`config.mk`:
```
export PLATFORM = sky130hd
export DESIGN_NAME = snake_game
export DESIGN_NICKNAME = d
export VERILOG_FILES = /design/src/snake_pkg.sv /design/src/snake_if.sv /design/src/snake_motion.sv /design/src/snake_body_store.sv /design/src/tile_renderer.sv /design/src/snake_game.sv
export SDC_FILE = /design/constraint.sdc
export NUM_CORES = 1
export LEC_CHECK = 0
export BUFFER_PORTS_ARGS = -buffer_cell sky130_fd_sc_hd__buf_2
export CAP_MARGIN = 25
export CELL_PAD_IN_SITES_DETAIL_PLACEMENT = 2
export CELL_PAD_IN_SITES_GLOBAL_PLACEMENT = 2
export CORE_AREA = 5 5 143 213
export DETAILED_ROUTE_END_ITERATION = 8
export DIE_AREA = 0 0 148 218
export HOLD_SLACK_MARGIN = 0.06
export PLACE_DENSITY_LB_ADDON = 0.3
export SYNTH_ARGS = -nofsm -noshare
export SYNTH_HDL_FRONTEND = slang
export SYNTH_HIERARCHICAL = 1
export SYNTH_SLANG_ARGS = --single-unit
```
`constraint.sdc`:
```
create_clock -name i_clk_74M -period 14.6 [get_ports i_clk_74M]
set_input_delay 0 -clock i_clk_74M [delete_from_list [all_inputs] [get_ports i_clk_74M]]
set_output_delay 0 -clock i_clk_74M [all_outputs]
set_load 0.02 [all_outputs]
```
`src/snake_pkg.sv`:
```
`default_nettype none

package snake_pkg;

	////////////////////////////////////////
	// basic types
	////////////////////////////////////////

	typedef logic [5:0]  tile_t;       // tile coordinate, pixel counter bits 10:5
	typedef logic [11:0] pixel_cnt_t;  // raw video counter
	typedef logic [7:0]  colour_t;     // one colour component

	// bit 1 set means the snake moves vertically
	typedef enum logic [1:0] {
		DIR_RIGHT = 2'b00,
		DIR_LEFT  = 2'b01,
		DIR_UP    = 2'b10,
		DIR_DOWN  = 2'b11
	} dir_t;

	////////////////////////////////////////
	// grid layout
	////////////////////////////////////////

	localparam tile_t FIELD_MIN = 6'd1;   // first tile the head may occupy
	localparam tile_t FIELD_MAX = 6'd13;  // last tile the head may occupy
	localparam tile_t WALL_LO   = 6'd0;
	localparam tile_t WALL_HI   = 6'd14;

	localparam tile_t APPLE_X = 6'd10;  // apple never moves
	localparam tile_t APPLE_Y = 6'd10;

	localparam tile_t START_X = 6'd2;  // head position after reset
	localparam tile_t START_Y = 6'd12;

	////////////////////////////////////////
	// flat tile colours
	////////////////////////////////////////

	localparam colour_t WALL_R  = 8'hb0;  // brick red
	localparam colour_t WALL_G  = 8'h40;
	localparam colour_t WALL_B  = 8'h20;
	localparam colour_t BODY_R  = 8'h30;  // snake green
	localparam colour_t BODY_G  = 8'hc0;
	localparam colour_t BODY_B  = 8'h50;
	localparam colour_t APPLE_R = 8'he0;
	localparam colour_t APPLE_G = 8'h10;
	localparam colour_t APPLE_B = 8'h10;

endpackage

`default_nettype wire

```
`src/snake_if.sv`:
```
`default_nettype none

// head moves from the motion unit, one strobe per tick
interface snake_step_if import snake_pkg::*; ();
	logic  step;    // one-cycle strobe, head still old while high
	logic  grow;    // next head lands on the apple, only valid with step
	tile_t head_x;
	tile_t head_y;

	modport mover (output step, output grow, output head_x, output head_y);
	modport body  (input step, input grow, input head_x, input head_y);
	modport view  (input head_x, input head_y);
endinterface

// segment history as seen by the renderer
interface snake_view_if import snake_pkg::*; #(
	parameter int MAX_LEN = 16
) ();
	localparam int LEN_W = $clog2(MAX_LEN);

	tile_t            seg_x [1:MAX_LEN-1];
	tile_t            seg_y [1:MAX_LEN-1];
	logic [LEN_W-1:0] length;  // visible segments behind the head
	logic             bitten;

	modport store (output seg_x, output seg_y, output length, output bitten);
	modport draw  (input seg_x, input seg_y, input length, input bitten);
endinterface

`default_nettype wire

```
`src/snake_motion.sv`:
```
`default_nettype none

module snake_motion import snake_pkg::*; #(
	parameter int TICK_CYCLES = 74_250_000
) (
	input  wire logic    i_clk_74M,
	input  wire logic    i_rst_n,
	input  wire logic    i_btn_r,
	input  wire logic    i_btn_l,
	input  wire logic    i_btn_u,
	input  wire logic    i_btn_d,
	snake_step_if.mover  o_step_bus
);

	localparam int CNT_W = $clog2(TICK_CYCLES);

	dir_t             dir;
	logic [CNT_W-1:0] tick_cnt;
	logic             step;
	tile_t            head_x;
	tile_t            head_y;
	tile_t            nxt_x;
	tile_t            nxt_y;

	////////////////////////////////////////
	// direction, no reversing allowed
	////////////////////////////////////////

	always_ff @(posedge i_clk_74M) begin
		if (!i_rst_n) begin
			dir <= DIR_RIGHT;
		end else if (i_btn_r && dir[1]) begin  // only from vertical
			dir <= DIR_RIGHT;
		end else if (i_btn_l && dir[1]) begin
			dir <= DIR_LEFT;
		end else if (i_btn_d && !dir[1]) begin  // only from horizontal
			dir <= DIR_DOWN;
		end else if (i_btn_u && !dir[1]) begin
			dir <= DIR_UP;
		end
	end

	////////////////////////////////////////
	// tick generator
	////////////////////////////////////////

	always_ff @(posedge i_clk_74M) begin
		if (!i_rst_n) begin
			tick_cnt <= '0;
			step     <= 1'b0;
		end else if (tick_cnt == CNT_W'(TICK_CYCLES - 1)) begin
			tick_cnt <= '0;
			step     <= 1'b1;
		end else begin
			tick_cnt <= tick_cnt + 1'b1;
			step     <= 1'b0;
		end
	end

	// next head tile with wrap inside the walls
	always_comb begin
		nxt_x = head_x;
		nxt_y = head_y;
		case (dir)
			DIR_RIGHT: nxt_x = (head_x >= FIELD_MAX) ? FIELD_MIN : head_x + 1'b1;
			DIR_LEFT:  nxt_x = (head_x <= FIELD_MIN) ? FIELD_MAX : head_x - 1'b1;
			DIR_DOWN:  nxt_y = (head_y >= FIELD_MAX) ? FIELD_MIN : head_y + 1'b1;
			DIR_UP:    nxt_y = (head_y <= FIELD_MIN) ? FIELD_MAX : head_y - 1'b1;
			default:   nxt_x = head_x;
		endcase
	end

	always_ff @(posedge i_clk_74M) begin
		if (!i_rst_n) begin
			head_x <= START_X;
			head_y <= START_Y;
		end else if (step) begin  // new head visible the cycle after the strobe
			head_x <= nxt_x;
			head_y <= nxt_y;
		end
	end

	assign o_step_bus.step   = step;
	assign o_step_bus.grow   = step && (nxt_x == APPLE_X) && (nxt_y == APPLE_Y);
	assign o_step_bus.head_x = head_x;
	assign o_step_bus.head_y = head_y;

endmodule

`default_nettype wire

```
`src/snake_body_store.sv`:
```
`default_nettype none

module snake_body_store import snake_pkg::*; #(
	parameter int MAX_LEN = 16
) (
	input  wire logic    i_clk_74M,
	input  wire logic    i_rst_n,
	snake_step_if.body   i_step_bus,
	snake_view_if.store  o_view_bus
);

	localparam int LEN_W = $clog2(MAX_LEN);

	tile_t            seg_x [1:MAX_LEN-1];
	tile_t            seg_y [1:MAX_LEN-1];
	logic [LEN_W-1:0] length;
	logic [LEN_W-1:0] scan_idx;  // 0 while idle
	logic             bitten;

	////////////////////////////////////////
	// segment history
	////////////////////////////////////////

	always_ff @(posedge i_clk_74M) begin
		if (i_step_bus.step) begin
			seg_x[1] <= i_step_bus.head_x;  // old head becomes first segment
			seg_y[1] <= i_step_bus.head_y;
			for (int i = 2; i < MAX_LEN; i++) begin
				seg_x[i] <= seg_x[i-1];
				seg_y[i] <= seg_y[i-1];
			end
		end
	end

	always_ff @(posedge i_clk_74M) begin
		if (!i_rst_n) begin
			length <= '0;
		end else if (i_step_bus.grow && length != LEN_W'(MAX_LEN - 1)) begin
			length <= length + 1'b1;  // saturates at the store depth
		end
	end

	////////////////////////////////////////
	// self-bite scan
	////////////////////////////////////////

	// one segment per cycle against the new head
	always_ff @(posedge i_clk_74M) begin
		if (!i_rst_n) begin
			scan_idx <= '0;
			bitten   <= 1'b0;
		end else if (i_step_bus.step) begin
			scan_idx <= LEN_W'(1);
			bitten   <= 1'b0;  // each step starts clean
		end else if (scan_idx != '0) begin
			if (scan_idx <= length &&
				seg_x[scan_idx] == i_step_bus.head_x &&
				seg_y[scan_idx] == i_step_bus.head_y) begin
				bitten <= 1'b1;
			end
			if (scan_idx == LEN_W'(MAX_LEN - 1)) begin
				scan_idx <= '0;  // whole store covered
			end else begin
				scan_idx <= scan_idx + 1'b1;
			end
		end
	end

	assign o_view_bus.seg_x  = seg_x;
	assign o_view_bus.seg_y  = seg_y;
	assign o_view_bus.length = length;
	assign o_view_bus.bitten = bitten;

endmodule

`default_nettype wire

```
`src/tile_renderer.sv`:
```
`default_nettype none

module tile_renderer import snake_pkg::*; #(
	parameter int MAX_LEN = 16
) (
	input  wire logic       i_clk_74M,
	input  wire logic       i_rst_n,
	input  wire pixel_cnt_t i_hcnt,
	input  wire pixel_cnt_t i_vcnt,
	snake_step_if.view      i_step_bus,
	snake_view_if.draw      i_view_bus,
	output colour_t         o_r,
	output colour_t         o_g,
	output colour_t         o_b
);

	tile_t   tile_x;
	tile_t   tile_y;
	logic    wall_hit;
	logic    head_hit;
	logic    body_hit;
	colour_t nxt_r;
	colour_t nxt_g;
	colour_t nxt_b;

	assign tile_x = i_hcnt[10:5];  // 32-pixel tiles
	assign tile_y = i_vcnt[10:5];

	assign wall_hit = (tile_x <= WALL_HI) && (tile_y <= WALL_HI) &&
		(tile_x == WALL_LO || tile_x == WALL_HI || tile_y == WALL_LO || tile_y == WALL_HI);
	assign head_hit = (tile_x == i_step_bus.head_x) && (tile_y == i_step_bus.head_y);

	// every segment compared in parallel
	always_comb begin
		body_hit = 1'b0;
		for (int i = 1; i < MAX_LEN; i++) begin
			if (i <= i_view_bus.length && i_view_bus.seg_x[i] == tile_x &&
				i_view_bus.seg_y[i] == tile_y) begin
				body_hit = 1'b1;
			end
		end
	end

	////////////////////////////////////////
	// colour priority
	////////////////////////////////////////

	always_comb begin
		{nxt_r, nxt_g, nxt_b} = '0;  // black background
		if (wall_hit) begin
			{nxt_r, nxt_g, nxt_b} = {WALL_R, WALL_G, WALL_B};
		end else if (head_hit && i_view_bus.bitten) begin
			{nxt_r, nxt_g, nxt_b} = {BODY_G, BODY_B, BODY_R};  // rotated on a bite
		end else if (head_hit || body_hit) begin
			{nxt_r, nxt_g, nxt_b} = {BODY_R, BODY_G, BODY_B};
		end else if (tile_x == APPLE_X && tile_y == APPLE_Y) begin
			{nxt_r, nxt_g, nxt_b} = {APPLE_R, APPLE_G, APPLE_B};
		end
	end

	always_ff @(posedge i_clk_74M) begin
		if (!i_rst_n) begin
			o_r <= '0;
			o_g <= '0;
			o_b <= '0;
		end else begin
			o_r <= nxt_r;  // one cycle behind the counters
			o_g <= nxt_g;
			o_b <= nxt_b;
		end
	end

endmodule

`default_nettype wire

```
`src/snake_game.sv`:
```
`default_nettype none

module snake_game import snake_pkg::*; #(
	parameter int MAX_LEN     = 16,
	parameter int TICK_CYCLES = 74_250_000
) (
	input  wire logic       i_clk_74M,
	input  wire logic       i_rst_n,
	input  wire pixel_cnt_t i_hcnt,   // from the video timing generator
	input  wire pixel_cnt_t i_vcnt,
	input  wire logic       i_btn_r,
	input  wire logic       i_btn_l,
	input  wire logic       i_btn_u,
	input  wire logic       i_btn_d,
	output colour_t         o_r,
	output colour_t         o_g,
	output colour_t         o_b
);

	snake_step_if                     step_bus ();
	snake_view_if #(.MAX_LEN(MAX_LEN)) view_bus ();

	snake_motion #(
		.TICK_CYCLES (TICK_CYCLES)
	) motion_inst (
		.i_clk_74M  (i_clk_74M),
		.i_rst_n    (i_rst_n),
		.i_btn_r    (i_btn_r),
		.i_btn_l    (i_btn_l),
		.i_btn_u    (i_btn_u),
		.i_btn_d    (i_btn_d),
		.o_step_bus (step_bus.mover)
	);

	snake_body_store #(
		.MAX_LEN (MAX_LEN)
	) body_inst (
		.i_clk_74M  (i_clk_74M),
		.i_rst_n    (i_rst_n),
		.i_step_bus (step_bus.body),
		.o_view_bus (view_bus.store)
	);

	tile_renderer #(
		.MAX_LEN (MAX_LEN)
	) render_inst (
		.i_clk_74M  (i_clk_74M),
		.i_rst_n    (i_rst_n),
		.i_hcnt     (i_hcnt),
		.i_vcnt     (i_vcnt),
		.i_step_bus (step_bus.view),
		.i_view_bus (view_bus.draw),
		.o_r        (o_r),
		.o_g        (o_g),
		.o_b        (o_b)
	);

endmodule

`default_nettype wire

```
==> flow_summary.ini <==
[floorplan]
chipWidth_um = 148
die-area_mm2 = 0.03226
dieHeight_um = 218
ioPinCount = 54
core_mm2 = 0.02843
num_rows = 76
start_util_pct = 46.05

[power]
power_density_mw_per_mm2 = 112.3
total_power_mw = 1.585
peakVddDrop_uv = 79.52
p_leak_nw = 4.778

[sta]
fin_skew_ns = 0.02557
setup_slack_ns = 10.52
hold_violations = 0
maxSlewHeadroom_pct = 33.93
setup_viol = 0
layout_min_cycle_time_ns = 4.085
slew_violations = 0
setup_tns_ns = 0
fin_crit_sh_pct = 27.98
rsz0062_at_grt = no
fmax_mhz = 244.8
max_slew.worst_pin.slew_ns = 0.9896

[setup_path]
cp.required_ns = 15.04
crit_path_start = motion_inst/o_step_bus.head_y[1]
cp.arrival_ns = 4.52
rr_worst_depth = 12
crit_path_start_kind = flop
endpoint = body_inst/o_view_bus.length[3]
crit_chain = inv_1 -> ha_1 -> or2_1 -> a41oi_1 -> nor3_1 -> a31oi_1 -> o211ai_1 -> nor4_1 -> nand2_1 -> nor2_1 -> xnor2_1 -> and2_1
crit_path_end_kind = flop
r2r_start = motion_inst/o_step_bus.head_y[1]
crit_type = reg2reg
critPathSlowestCell = dfxtp_1
reg2reg_to = body_inst/o_view_bus.length[3]
rrSetupSlack_ns = 10.52
slowest_delay_ns = 0.83
cp_max_fo = 12

[global_routing]
grt_overflow_total = 0
grt_use_total_pct = 26.20
antenna_found_initial = 1
grt_pass1_wl_um = 63470
grt_max_degree = 70
grt_pass1_vias = 10074

[route]
antenna_left = 0
drtIter0Drc = 618
firstDrtPassIters = 5
routed_wl_um = 42600
viasPerCell = 6.228
via_count = 9056
drc = 0
drt-wirelength-per-cell_um = 29.30

[finish]
fin_util_pct = 49.64
antenna_cells = 0
design_area_mm2 = 0.01411
layout-drive-gt1-share_pct = 12.51
nNetsFinal = 1128
area_growth_syn_to_layout_pct = 7.798
fillers = 2767

[clock_network]
htree_levels = 1
root_buffer = clkbuf_16
cts_tree = yes
cts_setup_buffers = 0
clk_latency_ns = 0.57
cts_buffers = 26
path_clk_slew_ns = 0.06
cts_buffer_depth = 3
postCtsHoldBufs = 5
cts_resized = 0
cts_num_sinks = 239

[run]
max_cap_violations = 0

[synth]
synthAdderAreaFrac_pct = 1.338
synth-edff-count = 180
netlist_area_mm2 = 0.01309
synthSimpleGateAreaFrac_pct = 11.61
synth.distinct_cells = 81
yosysSeqAreaShare_pct = 50.31
syn_area_per_cell_um2 = 12.13
postSynth.asyncResetShare_pct = 0
yosysWarnings = 6
synth_ff_type = edfxtp_1
ys_seq_elements = 239
synth_top_family_by_area = XOR/XNOR gates
synth_mux_area_share_pct = 7.789
synth_compound_area_share_pct = 7.129
synth-xor-area-share_pct = 16.72
syn_inst = 1079

[min_path]
hp-class = in2reg

[run_status]
status = finished, final reports clean

[placement]
io_buffer_count = 27
dp_slack_ns = 10.75
dpl_cell_area_mm2 = 0.01322
routabilityCongestion = 0.8736
hpwlAfterDp_um = 29040
## worst min path at each step
stage                   start            endpoint  slack [ns]  depth (start not counted)
floorplan             i_btn_u  motion_inst/dir[0]        0.09                          1
global placement      i_btn_u  motion_inst/dir[0]        0.19                          2
detailed placement    i_btn_u  motion_inst/dir[0]        0.21                          2
CTS                 i_hcnt[6]  render_inst/o_b[4]        0.29                          5
global route          i_btn_r  motion_inst/dir[0]        0.33                          5
finish                i_btn_r  motion_inst/dir[0]        0.29                          5
## report_power, final
| part | switching [mW] | total (mW) | internal, mW |
|---|---|---|---|
| sequential | 0.0153 | 0.739 | 0.723 |
| combinational | 0.108 | 0.177 | 0.0692 |
| clock | 0.289 | 0.669 | 0.380 |
## cell usage after synthesis, types with 14 or more instances
master,number,area (um2)
nand2_1,40,150.1
mux2i_1,25,250.2
inv_1,23,86.33
nor3_1,21,105.1
dfxtp_1,59,1181
nor4_1,30,187.7
mux4_2,28,630.6
buf_2,15,75.07
ha_1,14,175.2
buf_6,21,236.5
nand4_1,47,294.0
o21ai_0,26,130.1
buf_4,28,210.2
nand3_1,24,120.1
xor2_1,96,840.8
nor2_1,62,232.7
edfxtp_1,180,5405
a221oi_1,17,148.9
a21oi_1,19,95.09
xnor2_1,154,1349
## layout by cell type (no fill, tap or decap), types with 19 or more instances in the layout
cell / netlist / final
a21oi_1: 19 / 19
buf_2: 15 / 27
clkbuf_16: 0 / 26
dfxtp_1: 59 / 56
edfxtp_1: 180 / 180
inv_1: 23 / 23
mux2i_1: 25 / 25
mux4_2: 28 / 28
nand2_1: 40 / 40
nand3_1: 24 / 24
nand4_1: 47 / 47
nor2_1: 62 / 62
nor3_1: 21 / 21
nor4_1: 30 / 30
o21ai_0: 26 / 26
xnor2_1: 154 / 154
xor2_1: 96 / 96
## area by class of cell
| type | count | area (um2) | share of cell area (%) |
|---|---|---|---|
| clock buffer | 29 | 661.9 | 4.690 |
| clock inverter | 18 | 180.2 | 1.277 |
| inverter | 26 | 97.59 | 0.6915 |
| multi-input combinational | 751 | 5891 | 41.74 |
| sequential | 239 | 6595 | 46.73 |
| tap | 351 | 439.2 | 3.112 |
| timing repair buffer | 40 | 249.0 | 1.764 |
## routing by layer
layer | track usage (%) | vias to the layer above | routed length, um
met5 | 0 | - | 14
met4 | 15.65 | 2 | 2859
met3 | 2.994 | 112 | 1741
met2 | 48.39 | 287 | 22760
met1 | 28.50 | 4684 | 15230
li1 | - | 3971 | -
## worst max-delay path: cells and delay by family, from the launching register on
kind / cells / cell delay (ns)
buf+inv: 1 / 0.20
xor+xnor: 1 / 0.08
fa+ha+maj: 1 / 0.32
flops: 1 / 0.83
compound gates: 3 / 0.82
simple gates: 6 / 1.71
## through the flow
step                      instances  hold slack, ns
after detailed placement       1402          0.2090
final                          1454          0.2928
after CTS                      1454          0.2870
after global routing           1454          0.3288
after floorplan                1092         0.09162
after global placement         1401          0.1917
## cell families (layout without fill, tap and decap cells)
kind of cell	count (synthesis)	in the layout
simple gates	281	281
buf+inv	102	113
mux	65	65
flops	239	239
xor+xnor	250	250
compound gates	127	127
other cells	1	14
fa+ha+maj	14	14
## registers in the layout, indices dropped and copies added, names as in the netlist, 4 cells and up
signal,flops
body_inst/scan_idx,4
motion_inst/o_step_bus.head_y,6
body_inst/o_view_bus.seg_x,90
motion_inst/o_step_bus.head_x,6
motion_inst/tick_cnt,27
body_inst/o_view_bus.seg_y,90
render_inst/o_r,4
body_inst/o_view_bus.length,4
Note: power is estimated with default switching activity, not from simulation.
